==> src/design/sdram_sched_pkg.sv <==
package sdram_sched_pkg;

	localparam int SDRAM_DEPTH = 25; // Byte address width.
	localparam int COL_W = 8;
	localparam int ROW_W = SDRAM_DEPTH - 2 - COL_W - 2; // Fills the 13-bit address bus.
	localparam int WORD_W = SDRAM_DEPTH - 3; // Address of a 64-bit word.
	localparam int BANK_N = 4;
	localparam int READ_BURST_LEN = 4;
	localparam int WRITE_BURST_LEN = 4;

	typedef logic [WORD_W-1:0] word_adr_t;
	typedef logic [ROW_W-1:0] row_t;
	typedef logic [COL_W-1:0] col_t;
	typedef logic [$clog2(BANK_N)-1:0] bank_t;

	// Active-high command bits, inverted on the way to the pins.
	typedef struct packed {
		logic cs;
		logic ras;
		logic cas;
		logic we;
	} sdram_cmd_t;

	localparam sdram_cmd_t CMD_NOP = 4'b0000;
	localparam sdram_cmd_t CMD_ACTIVATE = 4'b1100;
	localparam sdram_cmd_t CMD_READ = 4'b1010;
	localparam sdram_cmd_t CMD_WRITE = 4'b1011;
	localparam sdram_cmd_t CMD_PRECHARGE = 4'b1101;
	localparam sdram_cmd_t CMD_REFRESH = 4'b1110;

	localparam row_t A10_ALL = row_t'(1024); // Selects all banks on PRECHARGE.

	typedef enum logic [2:0] {
		IDLE,
		ACTIVATE,
		READ,
		WRITE,
		PRECHARGEALL,
		AUTOREFRESH,
		AUTOREFRESH_WAIT
	} cmd_state_t;

	typedef enum logic [1:0] {
		WIDLE,
		WPROCESS_READ,
		WPROCESS_WRITE
	} bus_state_t;

endpackage

==> src/design/sched_req_if.sv <==
`timescale 1ns/1ps

interface sched_req_if #(
	parameter int ADR_W = 1
);

	logic             head_valid;
	logic             head_we;
	logic [ADR_W-1:0] head_adr;
	logic             read_pending; // Issued read not yet consumed by the bus side.
	logic             write_pending;
	logic [ADR_W-1:0] fetched_adr;
	logic             advance; // Pulses when a READ or WRITE leaves the head.
	logic             clear_fetch;

	modport queue (
		output head_valid, head_we, head_adr, read_pending, write_pending, fetched_adr,
		input  advance, clear_fetch
	);
	modport cmd (
		input  head_valid, head_we, read_pending, write_pending, clear_fetch,
		output advance
	);
	modport bus (
		input  read_pending, write_pending, fetched_adr,
		output clear_fetch
	);

endinterface

==> src/design/fetch_queue.sv <==
`timescale 1ns/1ps

module fetch_queue (
	input  logic        sdram_rst,
	input  logic        sys_clk,
	input  logic [31:0] adr_i,
	input  logic        we_i,
	input  logic        req_i,
	input  logic        ack_i,
	sched_req_if.queue  q
);

	logic                       bus_req;
	logic                       bus_we;
	sdram_sched_pkg::word_adr_t bus_adr;
	logic                       next_valid;
	logic                       next_we;
	sdram_sched_pkg::word_adr_t next_adr;
	logic                       hit_next;
	logic                       hit_head;
	logic                       hit_issued;
	logic                       req_valid;

	always_ff @(posedge sdram_rst or posedge sys_clk) begin
		if (sys_clk) begin
			bus_req <= 1'b0;
		end else begin
			bus_req <= req_i & ~ack_i; // An acknowledged access must not be queued again.
		end
	end

	always_ff @(posedge sdram_rst) begin
		bus_we  <= we_i;
		bus_adr <= adr_i[sdram_sched_pkg::SDRAM_DEPTH-1:3];
	end

	// A held bus request is seen every cycle, so copies anywhere in the queue are dropped.
	assign hit_next = next_valid & (bus_adr == next_adr) & (bus_we == next_we);
	assign hit_head = q.head_valid & (bus_adr == q.head_adr) & (bus_we == q.head_we);
	assign hit_issued = (q.read_pending | q.write_pending) & (bus_adr == q.fetched_adr)
		& (bus_we == q.write_pending);
	assign req_valid = bus_req & ~hit_next & ~hit_head & ~hit_issued;

	always_ff @(posedge sdram_rst or posedge sys_clk) begin
		if (sys_clk) begin
			next_valid      <= 1'b0;
			q.head_valid    <= 1'b0;
			q.read_pending  <= 1'b0;
			q.write_pending <= 1'b0;
		end else if (q.advance) begin
			q.read_pending  <= q.head_valid & ~q.head_we; // Head moves to the issued slot.
			q.write_pending <= q.head_valid & q.head_we;
			q.head_valid    <= next_valid;
			next_valid      <= 1'b0;
		end else begin
			if (q.clear_fetch) begin
				q.read_pending  <= 1'b0;
				q.write_pending <= 1'b0;
			end
			if (req_valid & ~q.head_valid) begin
				q.head_valid <= 1'b1;
			end else if (req_valid & ~next_valid) begin
				next_valid <= 1'b1;
			end
		end
	end

	always_ff @(posedge sdram_rst) begin
		if (q.advance) begin
			q.fetched_adr <= q.head_adr;
			q.head_we     <= next_we;
			q.head_adr    <= next_adr;
		end else if (req_valid & ~q.head_valid) begin
			q.head_we  <= bus_we;
			q.head_adr <= bus_adr;
		end else if (req_valid & ~next_valid) begin
			next_we  <= bus_we;
			next_adr <= bus_adr;
		end
	end

endmodule

==> src/design/open_row_tracker.sv <==
`timescale 1ns/1ps

module open_row_tracker (
	input  logic                                sdram_rst,
	input  logic                                sys_clk,
	input  sdram_sched_pkg::word_adr_t          head_adr_i,
	input  logic [sdram_sched_pkg::BANK_N-1:0] open_i,
	input  logic [sdram_sched_pkg::BANK_N-1:0] close_i,
	output sdram_sched_pkg::row_t               row_o,
	output sdram_sched_pkg::col_t               col_o,
	output sdram_sched_pkg::bank_t              bank_o,
	output logic                                bank_open_o,
	output logic                                page_hit_o
);

	localparam int BANK_W = $bits(sdram_sched_pkg::bank_t);
	localparam int COL_W = sdram_sched_pkg::COL_W;

	logic [sdram_sched_pkg::WORD_W:0]   adr32; // Address of a 32-bit word.
	logic [sdram_sched_pkg::BANK_N-1:0] has_open;
	sdram_sched_pkg::row_t              open_rows [sdram_sched_pkg::BANK_N];

	// Row, then bank, then column, counted in 32-bit words.
	assign adr32 = {head_adr_i, 1'b0};
	assign col_o = adr32[COL_W-1:0];
	assign bank_o = adr32[COL_W+BANK_W-1:COL_W];
	assign row_o = adr32[sdram_sched_pkg::WORD_W:COL_W+BANK_W];

	always_ff @(posedge sdram_rst or posedge sys_clk) begin
		if (sys_clk) begin
			has_open <= '0;
		end else begin
			has_open <= (has_open | open_i) & ~close_i; // A close wins over an open.
		end
	end

	always_ff @(posedge sdram_rst) begin
		for (int b = 0; b < sdram_sched_pkg::BANK_N; b++) begin
			if (open_i[b]) begin
				open_rows[b] <= row_o;
			end
		end
	end

	assign bank_open_o = has_open[bank_o];
	assign page_hit_o = bank_open_o & (open_rows[bank_o] == row_o);

endmodule

==> src/design/timing_counters.sv <==
`timescale 1ns/1ps

module timing_counters (
	input  logic        sdram_rst,
	input  logic        sys_clk,
	input  logic [2:0]  tim_rp_i,
	input  logic [2:0]  tim_rcd_i,
	input  logic        tim_cas_i,
	input  logic [10:0] tim_refi_i,
	input  logic [3:0]  tim_rfc_i,
	input  logic        load_precharge_i,
	input  logic        load_activate_i,
	input  logic        load_read_i,
	input  logic        load_write_i,
	input  logic        load_refresh_i,
	output logic        precharge_done_o,
	output logic        activate_done_o,
	output logic        autorefresh_done_o,
	output logic        must_refresh_o,
	output logic        read_done_o,
	output logic        write_done_o,
	output logic        op_read_o,
	output logic        op_write_o
);

	logic [2:0]  precharge_cnt;
	logic [2:0]  activate_cnt;
	logic [1:0]  cas_cnt;
	logic [10:0] refresh_cnt;
	logic [3:0]  autorefresh_cnt;
	logic [2:0]  read_cnt;
	logic [2:0]  write_cnt;
	logic        start_read;

	assign precharge_done_o = (precharge_cnt == 3'd0);
	assign activate_done_o = (activate_cnt == 3'd0);
	assign autorefresh_done_o = (autorefresh_cnt == 4'd0);
	assign must_refresh_o = (refresh_cnt == 11'd0); // Also true straight out of reset.
	assign read_done_o = (read_cnt == 3'd0);
	assign write_done_o = (write_cnt == 3'd0);
	assign op_read_o = ~read_done_o;
	assign op_write_o = ~write_done_o;
	assign start_read = (cas_cnt == 2'd1);

	always_ff @(posedge sdram_rst or posedge sys_clk) begin
		if (sys_clk) begin
			precharge_cnt   <= '0;
			activate_cnt    <= '0;
			cas_cnt         <= '0;
			refresh_cnt     <= '0;
			autorefresh_cnt <= '0;
			read_cnt        <= '0;
			write_cnt       <= '0;
		end else begin
			if (load_precharge_i) begin
				precharge_cnt <= tim_rp_i;
			end else if (!precharge_done_o) begin
				precharge_cnt <= precharge_cnt - 3'd1;
			end
			if (load_activate_i) begin
				activate_cnt <= tim_rcd_i;
			end else if (!activate_done_o) begin
				activate_cnt <= activate_cnt - 3'd1;
			end
			if (load_refresh_i) begin
				refresh_cnt     <= tim_refi_i;
				autorefresh_cnt <= tim_rfc_i;
			end else begin
				refresh_cnt     <= must_refresh_o ? refresh_cnt : refresh_cnt - 11'd1;
				autorefresh_cnt <= autorefresh_done_o ? autorefresh_cnt : autorefresh_cnt - 4'd1;
			end
			// Read window opens 2 or 3 cycles after READ, depending on CAS latency.
			if (load_read_i) begin
				cas_cnt <= {tim_cas_i, ~tim_cas_i};
			end else if (cas_cnt != 2'd0) begin
				cas_cnt <= cas_cnt - 2'd1;
			end
			if (start_read) begin
				read_cnt <= 3'(sdram_sched_pkg::READ_BURST_LEN);
			end else if (!read_done_o) begin
				read_cnt <= read_cnt - 3'd1;
			end
			if (load_write_i) begin
				write_cnt <= 3'(sdram_sched_pkg::WRITE_BURST_LEN); // Window starts next cycle.
			end else if (!write_done_o) begin
				write_cnt <= write_cnt - 3'd1;
			end
		end
	end

endmodule

==> src/design/command_fsm.sv <==
`timescale 1ns/1ps

module command_fsm (
	input  logic                                sdram_rst,
	input  logic                                sys_clk,
	sched_req_if.cmd                            q,
	input  sdram_sched_pkg::row_t               row_i,
	input  sdram_sched_pkg::col_t               col_i,
	input  sdram_sched_pkg::bank_t              bank_i,
	input  logic                                bank_open_i,
	input  logic                                page_hit_i,
	input  logic                                precharge_done_i,
	input  logic                                activate_done_i,
	input  logic                                autorefresh_done_i,
	input  logic                                read_done_i,
	input  logic                                write_done_i,
	input  logic                                must_refresh_i,
	output logic                                load_precharge_o,
	output logic                                load_activate_o,
	output logic                                load_read_o,
	output logic                                load_write_o,
	output logic                                load_refresh_o,
	output logic [sdram_sched_pkg::BANK_N-1:0] open_o,
	output logic [sdram_sched_pkg::BANK_N-1:0] close_o,
	output logic                                cs_n_o,
	output logic                                ras_n_o,
	output logic                                cas_n_o,
	output logic                                we_n_o,
	output logic [12:0]                         adr_o,
	output sdram_sched_pkg::bank_t              ba_o
);

	sdram_sched_pkg::cmd_state_t state;
	sdram_sched_pkg::cmd_state_t next_state;
	sdram_sched_pkg::sdram_cmd_t cmd;
	logic                        col_ok;
	logic                        do_activate;
	logic                        do_column;
	logic                        sel_row;
	logic                        sel_col;
	logic                        sel_a10;

	always_ff @(posedge sdram_rst or posedge sys_clk) begin
		if (sys_clk) begin
			state <= sdram_sched_pkg::IDLE;
		end else begin
			state <= next_state;
		end
	end

	// A column command waits for the other data window and for a free issued slot.
	assign col_ok = q.head_we ? (read_done_i & (~q.write_pending | q.clear_fetch))
		: (write_done_i & (~q.read_pending | q.clear_fetch));

	always_comb begin
		next_state = state;
		cmd = sdram_sched_pkg::CMD_NOP;
		do_activate = 1'b0;
		do_column = 1'b0;
		load_precharge_o = 1'b0;
		load_refresh_o = 1'b0;
		close_o = '0;
		case (state)
			sdram_sched_pkg::IDLE: begin
				if (must_refresh_i) begin
					next_state = sdram_sched_pkg::PRECHARGEALL;
				end else if (q.head_valid) begin
					if (page_hit_i) begin
						do_column = col_ok;
					end else if (bank_open_i) begin
						cmd = sdram_sched_pkg::CMD_PRECHARGE; // Row miss closes only this bank.
						close_o[bank_i] = 1'b1;
						load_precharge_o = 1'b1;
						next_state = sdram_sched_pkg::ACTIVATE;
					end else begin
						do_activate = 1'b1;
					end
				end
			end
			sdram_sched_pkg::ACTIVATE: do_activate = precharge_done_i;
			sdram_sched_pkg::READ, sdram_sched_pkg::WRITE: begin
				if (activate_done_i) begin
					if (must_refresh_i) begin
						next_state = sdram_sched_pkg::PRECHARGEALL; // Refresh goes first.
					end else if (col_ok) begin
						do_column = 1'b1;
						next_state = sdram_sched_pkg::IDLE;
					end
				end
			end
			sdram_sched_pkg::PRECHARGEALL: begin
				cmd = sdram_sched_pkg::CMD_PRECHARGE;
				load_precharge_o = 1'b1;
				next_state = sdram_sched_pkg::AUTOREFRESH;
			end
			sdram_sched_pkg::AUTOREFRESH: begin
				close_o = '1;
				if (precharge_done_i) begin
					cmd = sdram_sched_pkg::CMD_REFRESH;
					load_refresh_o = 1'b1;
					next_state = sdram_sched_pkg::AUTOREFRESH_WAIT;
				end
			end
			sdram_sched_pkg::AUTOREFRESH_WAIT: begin
				if (autorefresh_done_i) begin
					next_state = sdram_sched_pkg::IDLE;
				end
			end
			default: next_state = sdram_sched_pkg::IDLE;
		endcase
		if (do_activate) begin
			cmd = sdram_sched_pkg::CMD_ACTIVATE;
			next_state = q.head_we ? sdram_sched_pkg::WRITE : sdram_sched_pkg::READ;
		end
		if (do_column) begin
			cmd = q.head_we ? sdram_sched_pkg::CMD_WRITE : sdram_sched_pkg::CMD_READ;
		end
	end

	assign open_o = do_activate ? (sdram_sched_pkg::BANK_N)'(1) << bank_i : '0;
	assign load_activate_o = do_activate;
	assign load_read_o = do_column & ~q.head_we;
	assign load_write_o = do_column & q.head_we;
	assign q.advance = do_column; // Head leaves the queue with its column command.

	assign sel_row = do_activate;
	assign sel_col = do_column;
	assign sel_a10 = (state == sdram_sched_pkg::PRECHARGEALL);
	assign adr_o = sel_row ? row_i
		: sel_col ? sdram_sched_pkg::row_t'(col_i)
		: sel_a10 ? sdram_sched_pkg::A10_ALL : '0;
	assign ba_o = bank_i;

	assign cs_n_o = ~cmd.cs;
	assign ras_n_o = ~cmd.ras;
	assign cas_n_o = ~cmd.cas;
	assign we_n_o = ~cmd.we;

endmodule

==> src/design/bus_responder.sv <==
`timescale 1ns/1ps

module bus_responder (
	input  logic                       sdram_rst,
	input  logic                       sys_clk,
	input  logic                       req_i,
	input  logic                       we_i,
	input  sdram_sched_pkg::word_adr_t adr_i,
	input  logic                       tim_cas_i,
	sched_req_if.bus                   q,
	output logic                       ack_o,
	output logic                       buffer_r_next_o,
	output logic                       buffer_w_next_o
);

	sdram_sched_pkg::bus_state_t wstate;
	sdram_sched_pkg::bus_state_t next_wstate;
	logic [1:0]                  avail_cnt;
	logic                        fetch_avail;

	always_ff @(posedge sdram_rst or posedge sys_clk) begin
		if (sys_clk) begin
			wstate    <= sdram_sched_pkg::WIDLE;
			avail_cnt <= 2'd2;
		end else begin
			wstate <= next_wstate;
			if (!q.read_pending) begin
				avail_cnt <= {1'b1, tim_cas_i}; // Read data is ready 2 or 3 cycles later.
			end else if (!fetch_avail) begin
				avail_cnt <= avail_cnt - 2'd1;
			end
		end
	end

	assign fetch_avail = (avail_cnt == 2'd0);

	always_comb begin
		next_wstate = wstate;
		ack_o = 1'b0;
		q.clear_fetch = 1'b0;
		buffer_r_next_o = 1'b0;
		buffer_w_next_o = 1'b0;
		case (wstate)
			sdram_sched_pkg::WIDLE: begin
				if (req_i) begin
					next_wstate = we_i ? sdram_sched_pkg::WPROCESS_WRITE
						: sdram_sched_pkg::WPROCESS_READ;
				end
			end
			sdram_sched_pkg::WPROCESS_READ: begin
				if (fetch_avail) begin
					q.clear_fetch = 1'b1; // A read for another address is discarded.
					if (q.fetched_adr == adr_i) begin
						ack_o = 1'b1;
						buffer_r_next_o = 1'b1;
						next_wstate = sdram_sched_pkg::WIDLE;
					end
				end
			end
			sdram_sched_pkg::WPROCESS_WRITE: begin
				if (q.write_pending) begin
					q.clear_fetch = 1'b1;
					ack_o = 1'b1;
					buffer_w_next_o = 1'b1;
					next_wstate = sdram_sched_pkg::WIDLE;
				end
			end
			default: next_wstate = sdram_sched_pkg::WIDLE;
		endcase
	end

endmodule

==> src/design/sdram_scheduler.sv <==
`timescale 1ns/1ps

module sdram_scheduler (
	input  logic                   sdram_rst,
	input  logic                   sys_clk,
	input  logic [31:0]            wb_adr_i,
	input  logic                   wb_we_i,
	input  logic                   wb_cyc_i,
	input  logic                   wb_stb_i,
	output logic                   wb_ack_o,
	input  logic [2:0]             tim_rp_i,
	input  logic [2:0]             tim_rcd_i,
	input  logic                   tim_cas_i,
	input  logic [10:0]            tim_refi_i,
	input  logic [3:0]             tim_rfc_i,
	output logic                   sdram_cs_n_o,
	output logic                   sdram_ras_n_o,
	output logic                   sdram_cas_n_o,
	output logic                   sdram_we_n_o,
	output logic [12:0]            sdram_adr_o,
	output sdram_sched_pkg::bank_t sdram_ba_o,
	output logic                   op_read_o,
	output logic                   op_write_o,
	output logic                   buffer_r_next_o,
	output logic                   buffer_w_next_o
);

	logic                                bus_req;
	sdram_sched_pkg::row_t               row;
	sdram_sched_pkg::col_t               col;
	sdram_sched_pkg::bank_t              bank;
	logic                                bank_open;
	logic                                page_hit;
	logic [sdram_sched_pkg::BANK_N-1:0] open_bank;
	logic [sdram_sched_pkg::BANK_N-1:0] close_bank;
	logic                                precharge_done;
	logic                                activate_done;
	logic                                autorefresh_done;
	logic                                must_refresh;
	logic                                read_done;
	logic                                write_done;
	logic                                load_precharge;
	logic                                load_activate;
	logic                                load_read;
	logic                                load_write;
	logic                                load_refresh;

	assign bus_req = wb_cyc_i & wb_stb_i;

	sched_req_if #(.ADR_W(sdram_sched_pkg::WORD_W)) req_if_i ();

	fetch_queue fetch_queue_i (
		.sdram_rst(sdram_rst), .sys_clk(sys_clk), .adr_i(wb_adr_i), .we_i(wb_we_i),
		.req_i(bus_req), .ack_i(wb_ack_o), .q(req_if_i.queue)
	);

	open_row_tracker open_row_tracker_i (
		.sdram_rst(sdram_rst), .sys_clk(sys_clk), .head_adr_i(req_if_i.head_adr),
		.open_i(open_bank), .close_i(close_bank), .row_o(row), .col_o(col), .bank_o(bank),
		.bank_open_o(bank_open), .page_hit_o(page_hit)
	);

	timing_counters timing_counters_i (
		.sdram_rst(sdram_rst), .sys_clk(sys_clk), .tim_rp_i(tim_rp_i), .tim_rcd_i(tim_rcd_i),
		.tim_cas_i(tim_cas_i), .tim_refi_i(tim_refi_i), .tim_rfc_i(tim_rfc_i),
		.load_precharge_i(load_precharge), .load_activate_i(load_activate),
		.load_read_i(load_read), .load_write_i(load_write), .load_refresh_i(load_refresh),
		.precharge_done_o(precharge_done), .activate_done_o(activate_done),
		.autorefresh_done_o(autorefresh_done), .must_refresh_o(must_refresh),
		.read_done_o(read_done), .write_done_o(write_done),
		.op_read_o(op_read_o), .op_write_o(op_write_o)
	);

	command_fsm command_fsm_i (
		.sdram_rst(sdram_rst), .sys_clk(sys_clk), .q(req_if_i.cmd),
		.row_i(row), .col_i(col), .bank_i(bank), .bank_open_i(bank_open), .page_hit_i(page_hit),
		.precharge_done_i(precharge_done), .activate_done_i(activate_done),
		.autorefresh_done_i(autorefresh_done), .read_done_i(read_done),
		.write_done_i(write_done), .must_refresh_i(must_refresh),
		.load_precharge_o(load_precharge), .load_activate_o(load_activate),
		.load_read_o(load_read), .load_write_o(load_write), .load_refresh_o(load_refresh),
		.open_o(open_bank), .close_o(close_bank),
		.cs_n_o(sdram_cs_n_o), .ras_n_o(sdram_ras_n_o), .cas_n_o(sdram_cas_n_o),
		.we_n_o(sdram_we_n_o), .adr_o(sdram_adr_o), .ba_o(sdram_ba_o)
	);

	// The bus holds its address until acknowledge, so it is compared unregistered.
	bus_responder bus_responder_i (
		.sdram_rst(sdram_rst), .sys_clk(sys_clk), .req_i(bus_req), .we_i(wb_we_i),
		.adr_i(wb_adr_i[sdram_sched_pkg::SDRAM_DEPTH-1:3]), .tim_cas_i(tim_cas_i),
		.q(req_if_i.bus), .ack_o(wb_ack_o),
		.buffer_r_next_o(buffer_r_next_o), .buffer_w_next_o(buffer_w_next_o)
	);

endmodule

==> config.mk <==
export PLATFORM = sky130hd
export DESIGN_NAME = sdram_scheduler
export DESIGN_NICKNAME = d
export VERILOG_FILES = /design/src/design/sdram_sched_pkg.sv /design/src/design/sched_req_if.sv /design/src/design/fetch_queue.sv /design/src/design/open_row_tracker.sv /design/src/design/timing_counters.sv /design/src/design/command_fsm.sv /design/src/design/bus_responder.sv /design/src/design/sdram_scheduler.sv
export SDC_FILE = /design/constraint.sdc
export NUM_CORES = 1
export LEC_CHECK = 0
export ABC_CLOCK_PERIOD_IN_PS = 5900
export BUFFER_PORTS_ARGS = -buffer_cell sky130_fd_sc_hd__buf_4
export CORE_UTILIZATION = 59
export CTS_CLUSTER_SIZE = 10
export DETAILED_ROUTE_END_ITERATION = 10
export GPL_ROUTABILITY_DRIVEN = 0
export GPL_TIMING_DRIVEN = 0
export PLACE_DENSITY = 0.84
export REMOVE_ABC_BUFFERS = 1
export SLEW_MARGIN = 20
export SYNTH_ARGS = -nofsm -noshare
export SYNTH_HDL_FRONTEND = slang
export SYNTH_SLANG_ARGS = --single-unit
==> constraint.sdc <==
create_clock -name sdram_rst -period 5.9 [get_ports sdram_rst]
set_clock_uncertainty 0.2 [all_clocks]
set_input_delay 0.885 -clock sdram_rst [delete_from_list [all_inputs] [get_ports sdram_rst]]
set_output_delay 0.885 -clock sdram_rst [all_outputs]
set_load 0.01 [all_outputs]
# Yosys cells after proc, flatten, opt, wreduce, memory -nomap -nowiden
# Memories as Yosys holds them, arrays and structs flattened. A register that Yosys moved wholly into a read port is not among the register bits.
# Cells that the tools add are included.
[totals] ff_bits=136 mem_bits_rw=52 inputBits=59 out_inout_bits=24 word_cells=241 n_memories=1
[mem_list] name="open_row_tracker_i.open_rows" depth=4 word_bits=13 read_ports=1 rd_clocked_by_memory_dff=1 write_ports=4 line="open_row_tracker.sv:21" text="sdram_sched_pkg::row_t open_rows [sdram_sched_pkg::BANK_N];"
[op_classes] addsub=8 n_lt_le_gt_ge=2 n_eq_ne=37 shift=1 mux=105 bitwise=44 reduce_logical=20
[op_table] operator="$eq 22x22->1" count=4
[op_table] operator="$mux 4" count=14
[op_table] operator="$mux 3" count=18
[op_table] operator="$mux 1" count=45
[op_table] operator="$mux 22" count=2
[op_table] operator="$mux 11" count=3
[op_table] operator="$mux 13" count=2
[op_table] operator="$and 1x1->1" count=20
[op_table] operator="$mux 2" count=10
[op_table] operator="$not 1->1" count=18
[op_table] operator="$pmux 3 s6" count=1
[op_table] operator="$logic_not 3->1" count=5
[op_table] operator="$ne 2x1->1 const B" count=7
[op_table] operator="$eq 13x13->1" count=1
[op_table] operator="$ne 2x2->1 const B" count=6
[op_table] operator="$pmux 4 s3" count=1
[op_table] operator="$sub 3x1->3 const B" count=4
[op_table] operator="$logic_not 11->1" count=1
[op_table] operator="$sub 11x1->11 const B" count=1
[op_table] operator="$pmux 1 s2" count=5
[op_table] operator="$reduce_bool 2->1" count=5
[op_table] operator="$eq 3x3->1 const B" count=3
[op_table] operator="$ne 4x3->1 const B" count=2
[op_table] operator="$pmux 4 s2" count=1
[op_table] operator="other kinds (29)" count=38

# Longest topological paths before layout
# Gate-level depths: netlist (run 1).
[depth] ltp_word=12 depth_mapped=12 ltp_nobuf=10

# By module
# From an unflattened synthesis (run 1), not the netlist that was laid out.
[hier_totals] hier_cells=686 hier_area_um2=9059.9
[modules_own_cells] mod="fetch_queue" n_inst=1 cells_each=238 area_each_um2=3768.6 seq_area_each_um2=2627.5
[modules_own_cells] mod="open_row_tracker" n_inst=1 cells_each=130 area_each_um2=2431.1 seq_area_each_um2=1661.6
[modules_own_cells] mod="timing_counters" n_inst=1 cells_each=173 area_each_um2=1642.8 seq_area_each_um2=725.7
[modules_own_cells] mod="command_fsm" n_inst=1 cells_each=76 area_each_um2=611.8 seq_area_each_um2=75.1
[modules_own_cells] mod="bus_responder" n_inst=1 cells_each=68 area_each_um2=599.3 seq_area_each_um2=101.3
[modules_own_cells] mod="sdram_scheduler" n_inst=1 cells_each=1 area_each_um2=6.3 seq_area_each_um2=0.0

# Worst setup path before layout (run 1)
# Ideal clock, no wire load.
[synth_path] path_type="register to register" start="register with a tool-made name" end="register fetch_queue_i.next_adr[0], enable pin" setup_ns=0.432 arrival_ns=3.761 required_ns=5.268 path_slack_ns=1.507 stages_incl_launch_ff=11 path_buffers=2 synth_period_minus_slack_ns=4.393 cell_sequence="dfxtp_1 -> buf_6 -> mux4_2 -> xnor2_1 -> nand4_1 -> nor4_4 -> a21o_4 -> nand2_4 -> inv_2 -> buf_4 -> nor3_1"
[synth_rtl] element="end signal: assignment" line="fetch_queue.sv:78" text="next_adr <= bus_adr;"
[synth_rtl] element="end: declaration" line="fetch_queue.sv:18" text="sdram_sched_pkg::word_adr_t next_adr;"

==> results of run 1 <==
flip-flops by register name, indices dropped and copies added, names as in the netlist, 2 cells and up, named ones only:
| register | count |
|---|---|
| open_row_tracker_i.open_rows | 52 |
| timing_counters_i.read_cnt | 3 |
| fetch_queue_i.next_adr | 22 |
| fetch_queue_i.bus_adr | 22 |
| fetch_queue_i.q.head_adr | 22 |
| command_fsm_i.state | 3 |
| timing_counters_i.cas_cnt | 2 |
| open_row_tracker_i.has_open | 4 |
| timing_counters_i.activate_cnt | 3 |
| timing_counters_i.autorefresh_cnt | 4 |
| bus_responder_i.avail_cnt | 2 |
| timing_counters_i.refresh_cnt | 11 |
| fetch_queue_i.q.fetched_adr | 22 |
| timing_counters_i.precharge_cnt | 3 |
| bus_responder_i.wstate | 2 |
| timing_counters_i.write_cnt | 3 |
placed cells by master (no fill, tap or decap), types with 11 or more instances in the layout:
cell type / Yosys / routed
xor2_1: 32 / 32
xnor2_1: 84 / 84
nor4_1: 19 / 15
a21oi_1: 21 / 21
mux2_4: 18 / 18
mux4_2: 13 / 13
o21ai_0: 20 / 20
edfxtp_1: 120 / 120
nand2_1: 29 / 29
ha_1: 16 / 16
nand4_1: 20 / 20
inv_1: 27 / 26
dfxtp_1: 25 / 25
buf_4: 1 / 78
nor2_1: 30 / 29
dfrtp_1: 44 / 44
mux2_2: 11 / 11
clkbuf_16: 0 / 17
where the power goes:
| group | internal, mW | switching (mW) |
|---|---|---|
| Combinational | 0.549 | 0.563 |
| Sequential | 1.65 | 0.200 |
| Clock | 0.590 | 0.522 |
| Total | 2.79 | 1.28 |
path summary, 6_finish.rpt:
check | endpoint | slack, ps | depth (start not counted)
max in group asynchronous | timing_counters_i.refresh_cnt[4] | 4860 | 3
hold reg to reg | timing_counters_i.read_cnt[2] | 290 | 1
min in group sdram_rst | timing_counters_i.read_cnt[2] | 290 | 1
setup reg to reg | fetch_queue_i.q.head_adr[0] | 1070 | 8
hold / removal | timing_counters_i.cas_cnt[0] | 170 | 2
setup / recovery | sdram_adr_o[3] | 400 | 9
cell type report:
cell class,count,area share
clock buffer,18,0.04233
clock inverter,14,0.01320
inverter,28,0.01037
multi-input combinational,411,0.3327
sequential,190,0.5160
tap,184,0.02271
timing repair buffer,85,0.06269
per-stage QoR:
stage               TNS [ps]  cell area (um2)  worst slack [ps]  hold WS, ps
detailed placement         0             9573             803.6        278.9
floorplan                  0             8672              1009        243.5
global route               0            10140             108.9        175.7
global placement      -13790             9443            -600.3        258.7
CTS                        0            10140             314.4        166.0
finish                     0            10140             397.3        169.7
worst max-delay path: stages (launching register included):
cell     delay [ps]
dfxtp_1         900
mux4_1          670
xnor2_1         140
nand4_1         180
nor4_4          440
a21o_4          220
nand2_4         270
inv_2           730
a22o_1          270
buf_4           140
layer usage:
metal	global-route usage	vias to the layer above	part of all wire
li1	-	2529	-
met1	0.3499	2754	0.41
met2	0.4483	185	0.51
met3	0.04716	29	0.057
met4	0.09337	0	0.021
met5	0	-	0
cells by family after synthesis:
kind of cell | Yosys count | share of synthesized area
AO/OA/AOI/OAI | 77 | 0.06019
flip-flops | 190 | 0.5977
multiplexers | 50 | 0.08949
buffers and inverters | 42 | 0.02116
adder cells (fa/ha/maj) | 16 | 0.02287
XOR/XNOR | 116 | 0.1161
AND/OR/NAND/NOR | 152 | 0.09249
==> out/qor.yml, run 1 <==
clock_tree:
  cts-root-buf: "clkbuf_16"
  h-tree-depth: 4
  clk_latency_ps: 440
  post_cts_buffers: 0
  cts_tree: "yes"
  cts_resized: 0
  cts_made_buffers: 17
  clkSinkCount: 190
  clk_pin_slew_ps: 70
  cts_hold_buf: 0
  cts_buffer_depth: 2
sta:
  slew-limit-headroom: 0.4079
  setup_viol: 0
  post-route-period-util: 0.9327
  finalHoldViolCount: 0
  finalCriticalPeriod_ps: 5503
  rsz0062_at_grt: "no"
  fmax_ghz: 0.1817
  maxSlewViolCount: 0
  tightest_slew_ps: 886.9
logic_synthesis:
  synth.largest_area_cell: "edfxtp_1"
  netlist_top_cells_area: "edfxtp_1, dfrtp_1, xnor2_1"
  synth_edf_count: 120
  synth.most_common_cell: "edfxtp_1"
  synth_cell_type_count: 57
  synthTopCellsByCount: "edfxtp_1, xnor2_1, dfrtp_1"
  synth_top_cell_area_share: 0.4117
  syn_inst: 643
  synth_seq_area_share: 0.5977
  syn_area_um2: 8752
  ys.flop_type: "edfxtp_1"
  synthArstFlopShare: 0.2368
  yosysWarnings: 0
  ys_seq_elements: 190
  syn_avg_cell_area_um2: 13.61
placement:
  dp.cells: 898
  hpwl_um: 13300
  portBuffers: 72
global_route:
  grt_max_degree: 40
  grt_first_pass_wirelength_um: 29530
  grt_pass1_vias: 5540
  antenna_found_initial: 0
  gr-usage-all-layers: 0.2668
  gr-total-overflow: 0
critical_path:
  startpoint_type: "flip-flop"
  cp_max_fo: 39
  cp.required_ps: 4820
  crit_arrival_ps: 4420
  worst-setup-path-type: "flip-flop to primary output"
  critPathCaptureType: "primary output"
die:
  core_area_um2: 14480
  start_util: 0.6045
  die_h_um: 123.8
  die_area_um2: 15330
  rows: 44
  num_io_pins: 83
  die_x_um: 123.8
final_layout:
  fill_cells: 939
  drive_gt1_frac: 0.2386
  multiInputGateArea_um2: 3373
  layout.cells.non_filler: 930
  layout.nets: 808
  area_growth_pct: 15.84
  fin_util: 0.7002
  seqCellArea_um2: 5231
  antenna_cells: 0
drt:
  drt_iter0_markers: 458
  first_pass_iters: 5
  remaining_drc_errors: 0
  finalWirelength_um: 18810
  wl_per_cell_um: 20.23
  via_per_inst: 5.911
  postRouteAntennaNets: 0
  via_count: 5497
worst_hold_path:
  hold_class: "input pin to async pin"
pwr:
  p_leak_nw: 3.795
  p_per_area_nw_per_um2: 401.5
  power_mw: 4.070
  ir_drop_uv: 235.4
run_status:
  status: "finished clean"
flow_run:
  maxCapViolations: 0
Note: power is estimated with default switching activity, not from simulation.
==> run 2, diff against run 1 <==
--- a/config.mk
+++ b/config.mk
@@ -12,6 +12,7 @@
 export DETAILED_ROUTE_END_ITERATION = 10
 export GPL_ROUTABILITY_DRIVEN = 0
 export GPL_TIMING_DRIVEN = 0
+export MAX_ROUTING_LAYER = met4
 export PLACE_DENSITY = 0.84
 export REMOVE_ABC_BUFFERS = 1
 export SLEW_MARGIN = 20
==> run 2 against run 1 <==
Against the previous run:
- non-clock buffer count unchanged
- routed wire length increased by 0.56%
- cell area unchanged
- combinational power about the same
- largest cell class unchanged
==> out/qor.yml, run 2 (same netlist as run 1, synthesis figures left out) <==
sta:
  slew-limit-headroom: 0.4054
  setup_tns_ps: 0
  finalCriticalPeriod_ps: 5495
  post-route-period-util: 0.9314
  rsz0062_at_grt: "no"
  fmax_ghz: 0.1820
  setup_viol: 0
  finalHoldViolCount: 0
  tightest_slew_ps: 890.7
  fin_ws_ps: 404.9
  maxSlewViolCount: 0
clock_tree:
  cts_tree: "yes"
  clk_pin_slew_ps: 70
  post_cts_buffers: 0
  cts_hold_buf: 0
  cts_buffer_depth: 2
  clk_latency_ps: 440
  cts_made_buffers: 17
  cts-root-buf: "clkbuf_16"
  clkSinkCount: 190
  h-tree-depth: 4
  cts_resized: 0
die:
  die_x_um: 123.8
  rows: 44
  core_area_um2: 14480
  die_h_um: 123.8
  die_area_um2: 15330
  num_io_pins: 83
  start_util: 0.6045
critical_path:
  critPathTopFamily: "flip-flops"
  crit_arrival_ps: 4410
  cp.required_ps: 4820
  cp_cell_sequence: "mux4_1 -> xnor2_1 -> nand4_1 -> nor4_4 -> a21o_4 -> nand2_4 -> inv_2 -> a22o_1 -> buf_4"
  worst-setup-path-type: "flip-flop to primary output"
  startpoint_type: "flip-flop"
  critPathSlowestCell: "dfxtp_1"
  cp_max_fo: 39
  critPathBufInv: 2
  critPathCaptureType: "primary output"
  cpPeakStageDelay_ps: 900
run_status:
  status: "finished clean"
final_layout:
  layout.cells.non_filler: 930
  final_cell_mix: "edfxtp_1, xnor2_1, buf_4"
  drive_gt1_frac: 0.2386
  top_register: "open_row_tracker_i.open_rows"
  layout_commonest_cell: "edfxtp_1"
  area_growth_pct: 15.84
  antenna_cells: 0
  fin_util: 0.7002
  largest_reg_flops: 52
  layout.nets: 808
global_route:
  gr-total-overflow: 0
  grt_pass1_vias: 5513
  antenna_found_initial: 0
  gr-usage-all-layers: 0.2753
  grt_max_degree: 40
  grt_first_pass_wirelength_um: 29610
drt:
  first_pass_iters: 5
  via_per_inst: 5.928
  drt_iter0_markers: 562
  wl_per_cell_um: 20.34
  postRouteAntennaNets: 0
  finalWirelength_um: 18920
  remaining_drc_errors: 0
  via_count: 5513
pwr:
  ir_drop_uv: 234.3
  intPower_mw: 2.786
  clkPwrFrac: 0.273
  combPwrFrac: 0.273
  p_per_area_nw_per_um2: 401.6
  power_switching_share: 0.3158
  p_leak_nw: 3.795
  switchingPower_mw: 1.286
  sequentialPowerShare: 0.454
placement:
  dp.cells: 898
  hpwl_um: 13300
  portBuffers: 72
  place_ws_ps: 803.6
worst_hold_path:
  hold_class: "input pin to async pin"
flow_run:
  maxCapViolations: 0
==> run 2: final timing paths <==
kind,slack (ps),cells past startpoint,end,from
max in group asynchronous,4860,3,timing_counters_i.autorefresh_cnt[3],sys_clk
max reg2reg,1090,8,fetch_queue_i.q.head_adr[0],flip-flop
min,170,2,timing_counters_i.cas_cnt[0],sys_clk
max,400,9,sdram_adr_o[3],flip-flop
min reg2reg,290,1,timing_counters_i.read_cnt[2],timing_counters_i.read_cnt[2]
min in group sdram_rst,290,1,timing_counters_i.read_cnt[2],timing_counters_i.read_cnt[2]
==> run 2: layout make-up <==
type / instances / area, um2
clock buffer: 18 / 429.2
clock inverter: 14 / 133.9
fill: 939 / 4340
inverter: 28 / 105.1
multi-input combinational: 411 / 3373
sequential: 190 / 5231
tap: 184 / 230.2
timing repair buffer: 85 / 635.6
==> run 2: power groups by stage <==
| stage | Clock (mW) | Combinational, mW | Sequential (mW) |
|---|---|---|---|
| after global routing | 1.16 | 1.22 | 1.87 |
| after CTS | 1.11 | 1.12 | 1.84 |
| after detailed placement | 0 | 1.10 | 1.87 |
| after global placement | 0 | 1.00 | 1.85 |
| after floorplan | 0 | 0.769 | 1.81 |
| final | 1.11 | 1.11 | 1.85 |
==> run 2: through the flow <==
stage	hold WS, ps	instance area, um2	total power, mW
finish	169.4	10140	4.071
global route	173.7	10140	4.259
CTS	166.0	10140	4.074
detailed placement	278.9	9573	2.972
global placement	258.7	9443	2.847
floorplan	243.5	8672	2.576
==> run 2: routing by layer <==
layer | track usage | part of all wire | wire [um] | vias up
met4 | 0.08283 | 0.017 | 320 | 0
met1 | 0.3528 | 0.41 | 7796 | 2778
met3 | 0.05266 | 0.056 | 1052 | 28
met5 | - | 0 | 0 | -
met2 | 0.4476 | 0.52 | 9747 | 183
li1 | - | - | - | 2524
==> run 3, diff against run 2 <==
==> constraint.sdc (replaced) <==
create_clock -name sdram_rst -period 5.9 [get_ports sdram_rst]
set_clock_uncertainty 0.2 [all_clocks]
set_input_delay 0.59 -clock sdram_rst [delete_from_list [all_inputs] [get_ports sdram_rst]]
set_output_delay 0.59 -clock sdram_rst [all_outputs]
set_load 0.01 [all_outputs]
==> run 3 against run 2 <==
Against the previous run:
- worst setup slack improved by 300 ps
- final cell count increased by 0.11%
- die area did not move
- flip-flop and latch count is the same
- worst hold slack worse by 110 ps
- sequential share of layout area down 0.051 points
- largest cell class unchanged
- routed wire length is 0.35% lower
- combinational power hardly changed
- critical path type unchanged
- critical endpoint unchanged
- cell area about the same
- global-route usage about the same
- register-to-register slack hardly changed
- highest routed layer unchanged
==> out/qor.yml, run 3 (same netlist as run 1, synthesis figures left out) <==
run_status:
  status: "finished clean"
pwr:
  ir_drop_uv: 235.7
  sequentialPowerShare: 0.454
  switchingPower_mw: 1.284
  combPwrFrac: 0.273
  p_per_area_nw_per_um2: 401.0
  intPower_mw: 2.786
  p_leak_nw: 3.800
  power_switching_share: 0.3155
  clkPwrFrac: 0.273
placement:
  place_ws_ps: 999.4
  portBuffers: 72
  hpwl_um: 13300
critical_path:
  startpoint_type: "flip-flop"
  worst-setup-path-type: "flip-flop to primary output"
  critPathCaptureType: "primary output"
  cp_cell_sequence: "mux4_1 -> xnor2_1 -> nand4_1 -> nor4_4 -> a21o_4 -> nand2_4 -> inv_2 -> a22o_1 -> buf_4"
  critPathSlowestCell: "dfxtp_1"
  cp_max_fo: 39
  cp.required_ps: 5110
  cpPeakStageDelay_ps: 900
  crit_arrival_ps: 4410
final_layout:
  top_register: "open_row_tracker_i.open_rows"
  antenna_cells: 0
  drive_gt1_frac: 0.2383
  layout_commonest_cell: "edfxtp_1"
  layout.nets: 809
  largest_reg_flops: 52
  final_cell_mix: "edfxtp_1, xnor2_1, buf_4"
  area_growth_pct: 15.95
die:
  die_x_um: 123.8
  rows: 44
  die_h_um: 123.8
  die_area_um2: 15330
  core_area_um2: 14480
  start_util: 0.6045
  num_io_pins: 83
drt:
  first_pass_iters: 7
  via_count: 5500
  via_per_inst: 5.908
  drt_iter0_markers: 567
  wl_per_cell_um: 20.25
  remaining_drc_errors: 0
  postRouteAntennaNets: 0
  finalWirelength_um: 18850
sta:
  maxSlewViolCount: 0
  post-route-period-util: 0.8814
  finalHoldViolCount: 0
  rsz0062_at_grt: "no"
  setup_tns_ps: 0
  setup_viol: 0
  fin_ws_ps: 699.9
  fmax_ghz: 0.1923
  finalCriticalPeriod_ps: 5200
  slew-limit-headroom: 0.4060
  tightest_slew_ps: 889.8
global_route:
  gr-usage-all-layers: 0.2754
  gr-total-overflow: 0
  grt_max_degree: 40
  grt_first_pass_wirelength_um: 29620
  grt_pass1_vias: 5516
  antenna_found_initial: 0
clock_tree:
  clk_pin_slew_ps: 70
  clkSinkCount: 190
  cts_made_buffers: 17
  cts_tree: "yes"
  cts_buffer_depth: 2
  clk_latency_ps: 440
  cts_resized: 0
  cts-root-buf: "clkbuf_16"
  h-tree-depth: 4
  post_cts_buffers: 0
flow_run:
  maxCapViolations: 0
worst_hold_path:
  hold_class: "input pin to flip-flop"
run 3: cell count changes in the layout (fill, tap and decap cells not counted):
cell and change:
dlygate4sd3_1 +1
run 3: path summary, 6_finish.rpt:
| check | from | end | slack (ps) | depth (start not counted) |
|---|---|---|---|---|
| worst max-delay path | flip-flop | sdram_adr_o[3] | 700 | 9 |
| worst min-delay path | wb_adr_i[6] | fetch_queue_i.bus_adr[3] | 60 | 1 |
| max in group asynchronous | sys_clk | timing_counters_i.autorefresh_cnt[3] | 4600 | 4 |
| min in group asynchronous | sys_clk | timing_counters_i.cas_cnt[0] | 440 | 3 |
| worst min register to register | timing_counters_i.read_cnt[2] | timing_counters_i.read_cnt[2] | 290 | 1 |
| worst max register to register | flip-flop | fetch_queue_i.q.head_adr[0] | 1090 | 8 |
run 3: routing by layer:
metal	part of all wire	wire length, um	track usage
met1	0.41	7808	0.3531
met2	0.51	9680	0.4476
met3	0.054	1016	0.05266
met4	0.018	344	0.08283
met5	0	0	-
run 3: what timing repair did:
action / CTS / global route
hold endpoints to repair: 8 / 0
hold buffers: 1 / 0
endpoints found under the setup margin: 0 / 0
run 3: stage by stage:
stage | area (um2) | util | hold WS, ps | power, mW | std cells
after floorplan | 8672 | - | 243.5 | 2.576 | 629
after global placement | 9443 | 0.6522 | 258.7 | 2.847 | 885
after detailed placement | 9573 | 0.6612 | 278.9 | 2.972 | 898
after CTS | 10150 | 0.7007 | 58.71 | 4.075 | 931
after global routing | 10150 | 0.7009 | 53.60 | 4.260 | 931
final | 10150 | 0.7009 | 63.96 | 4.070 | 931
run 3: power groups by stage:
stage	combinational, mW	sequential (mW)	clock, mW
CTS	1.12	1.84	1.11
finish	1.11	1.85	1.11
global placement	1.00	1.85	0
global route	1.22	1.87	1.16
detailed placement	1.10	1.87	0
floorplan	0.769	1.81	0
run 3: worst max-delay path: cells and delay by family, from the launching register on:
kind                      cells  cell delay [ps]
buffers and inverters         2              870
and+or+nand+nor               3              880
DFF                           1              900
xor gates and xnor gates      1              140
AOI/OAI and AO/OA             2              490
muxes                         1              670
run 3: area by class of cell:
| type | count | area (um2) |
|---|---|---|
| multi-input combinational | 411 | 3373 |
| clock inverter | 14 | 133.9 |
| fill | 938 | 4330 |
| inverter | 28 | 105.1 |
| tap | 184 | 230.2 |
| sequential | 190 | 5231 |
| clock buffer | 18 | 429.2 |
| timing repair buffer | 86 | 645.6 |
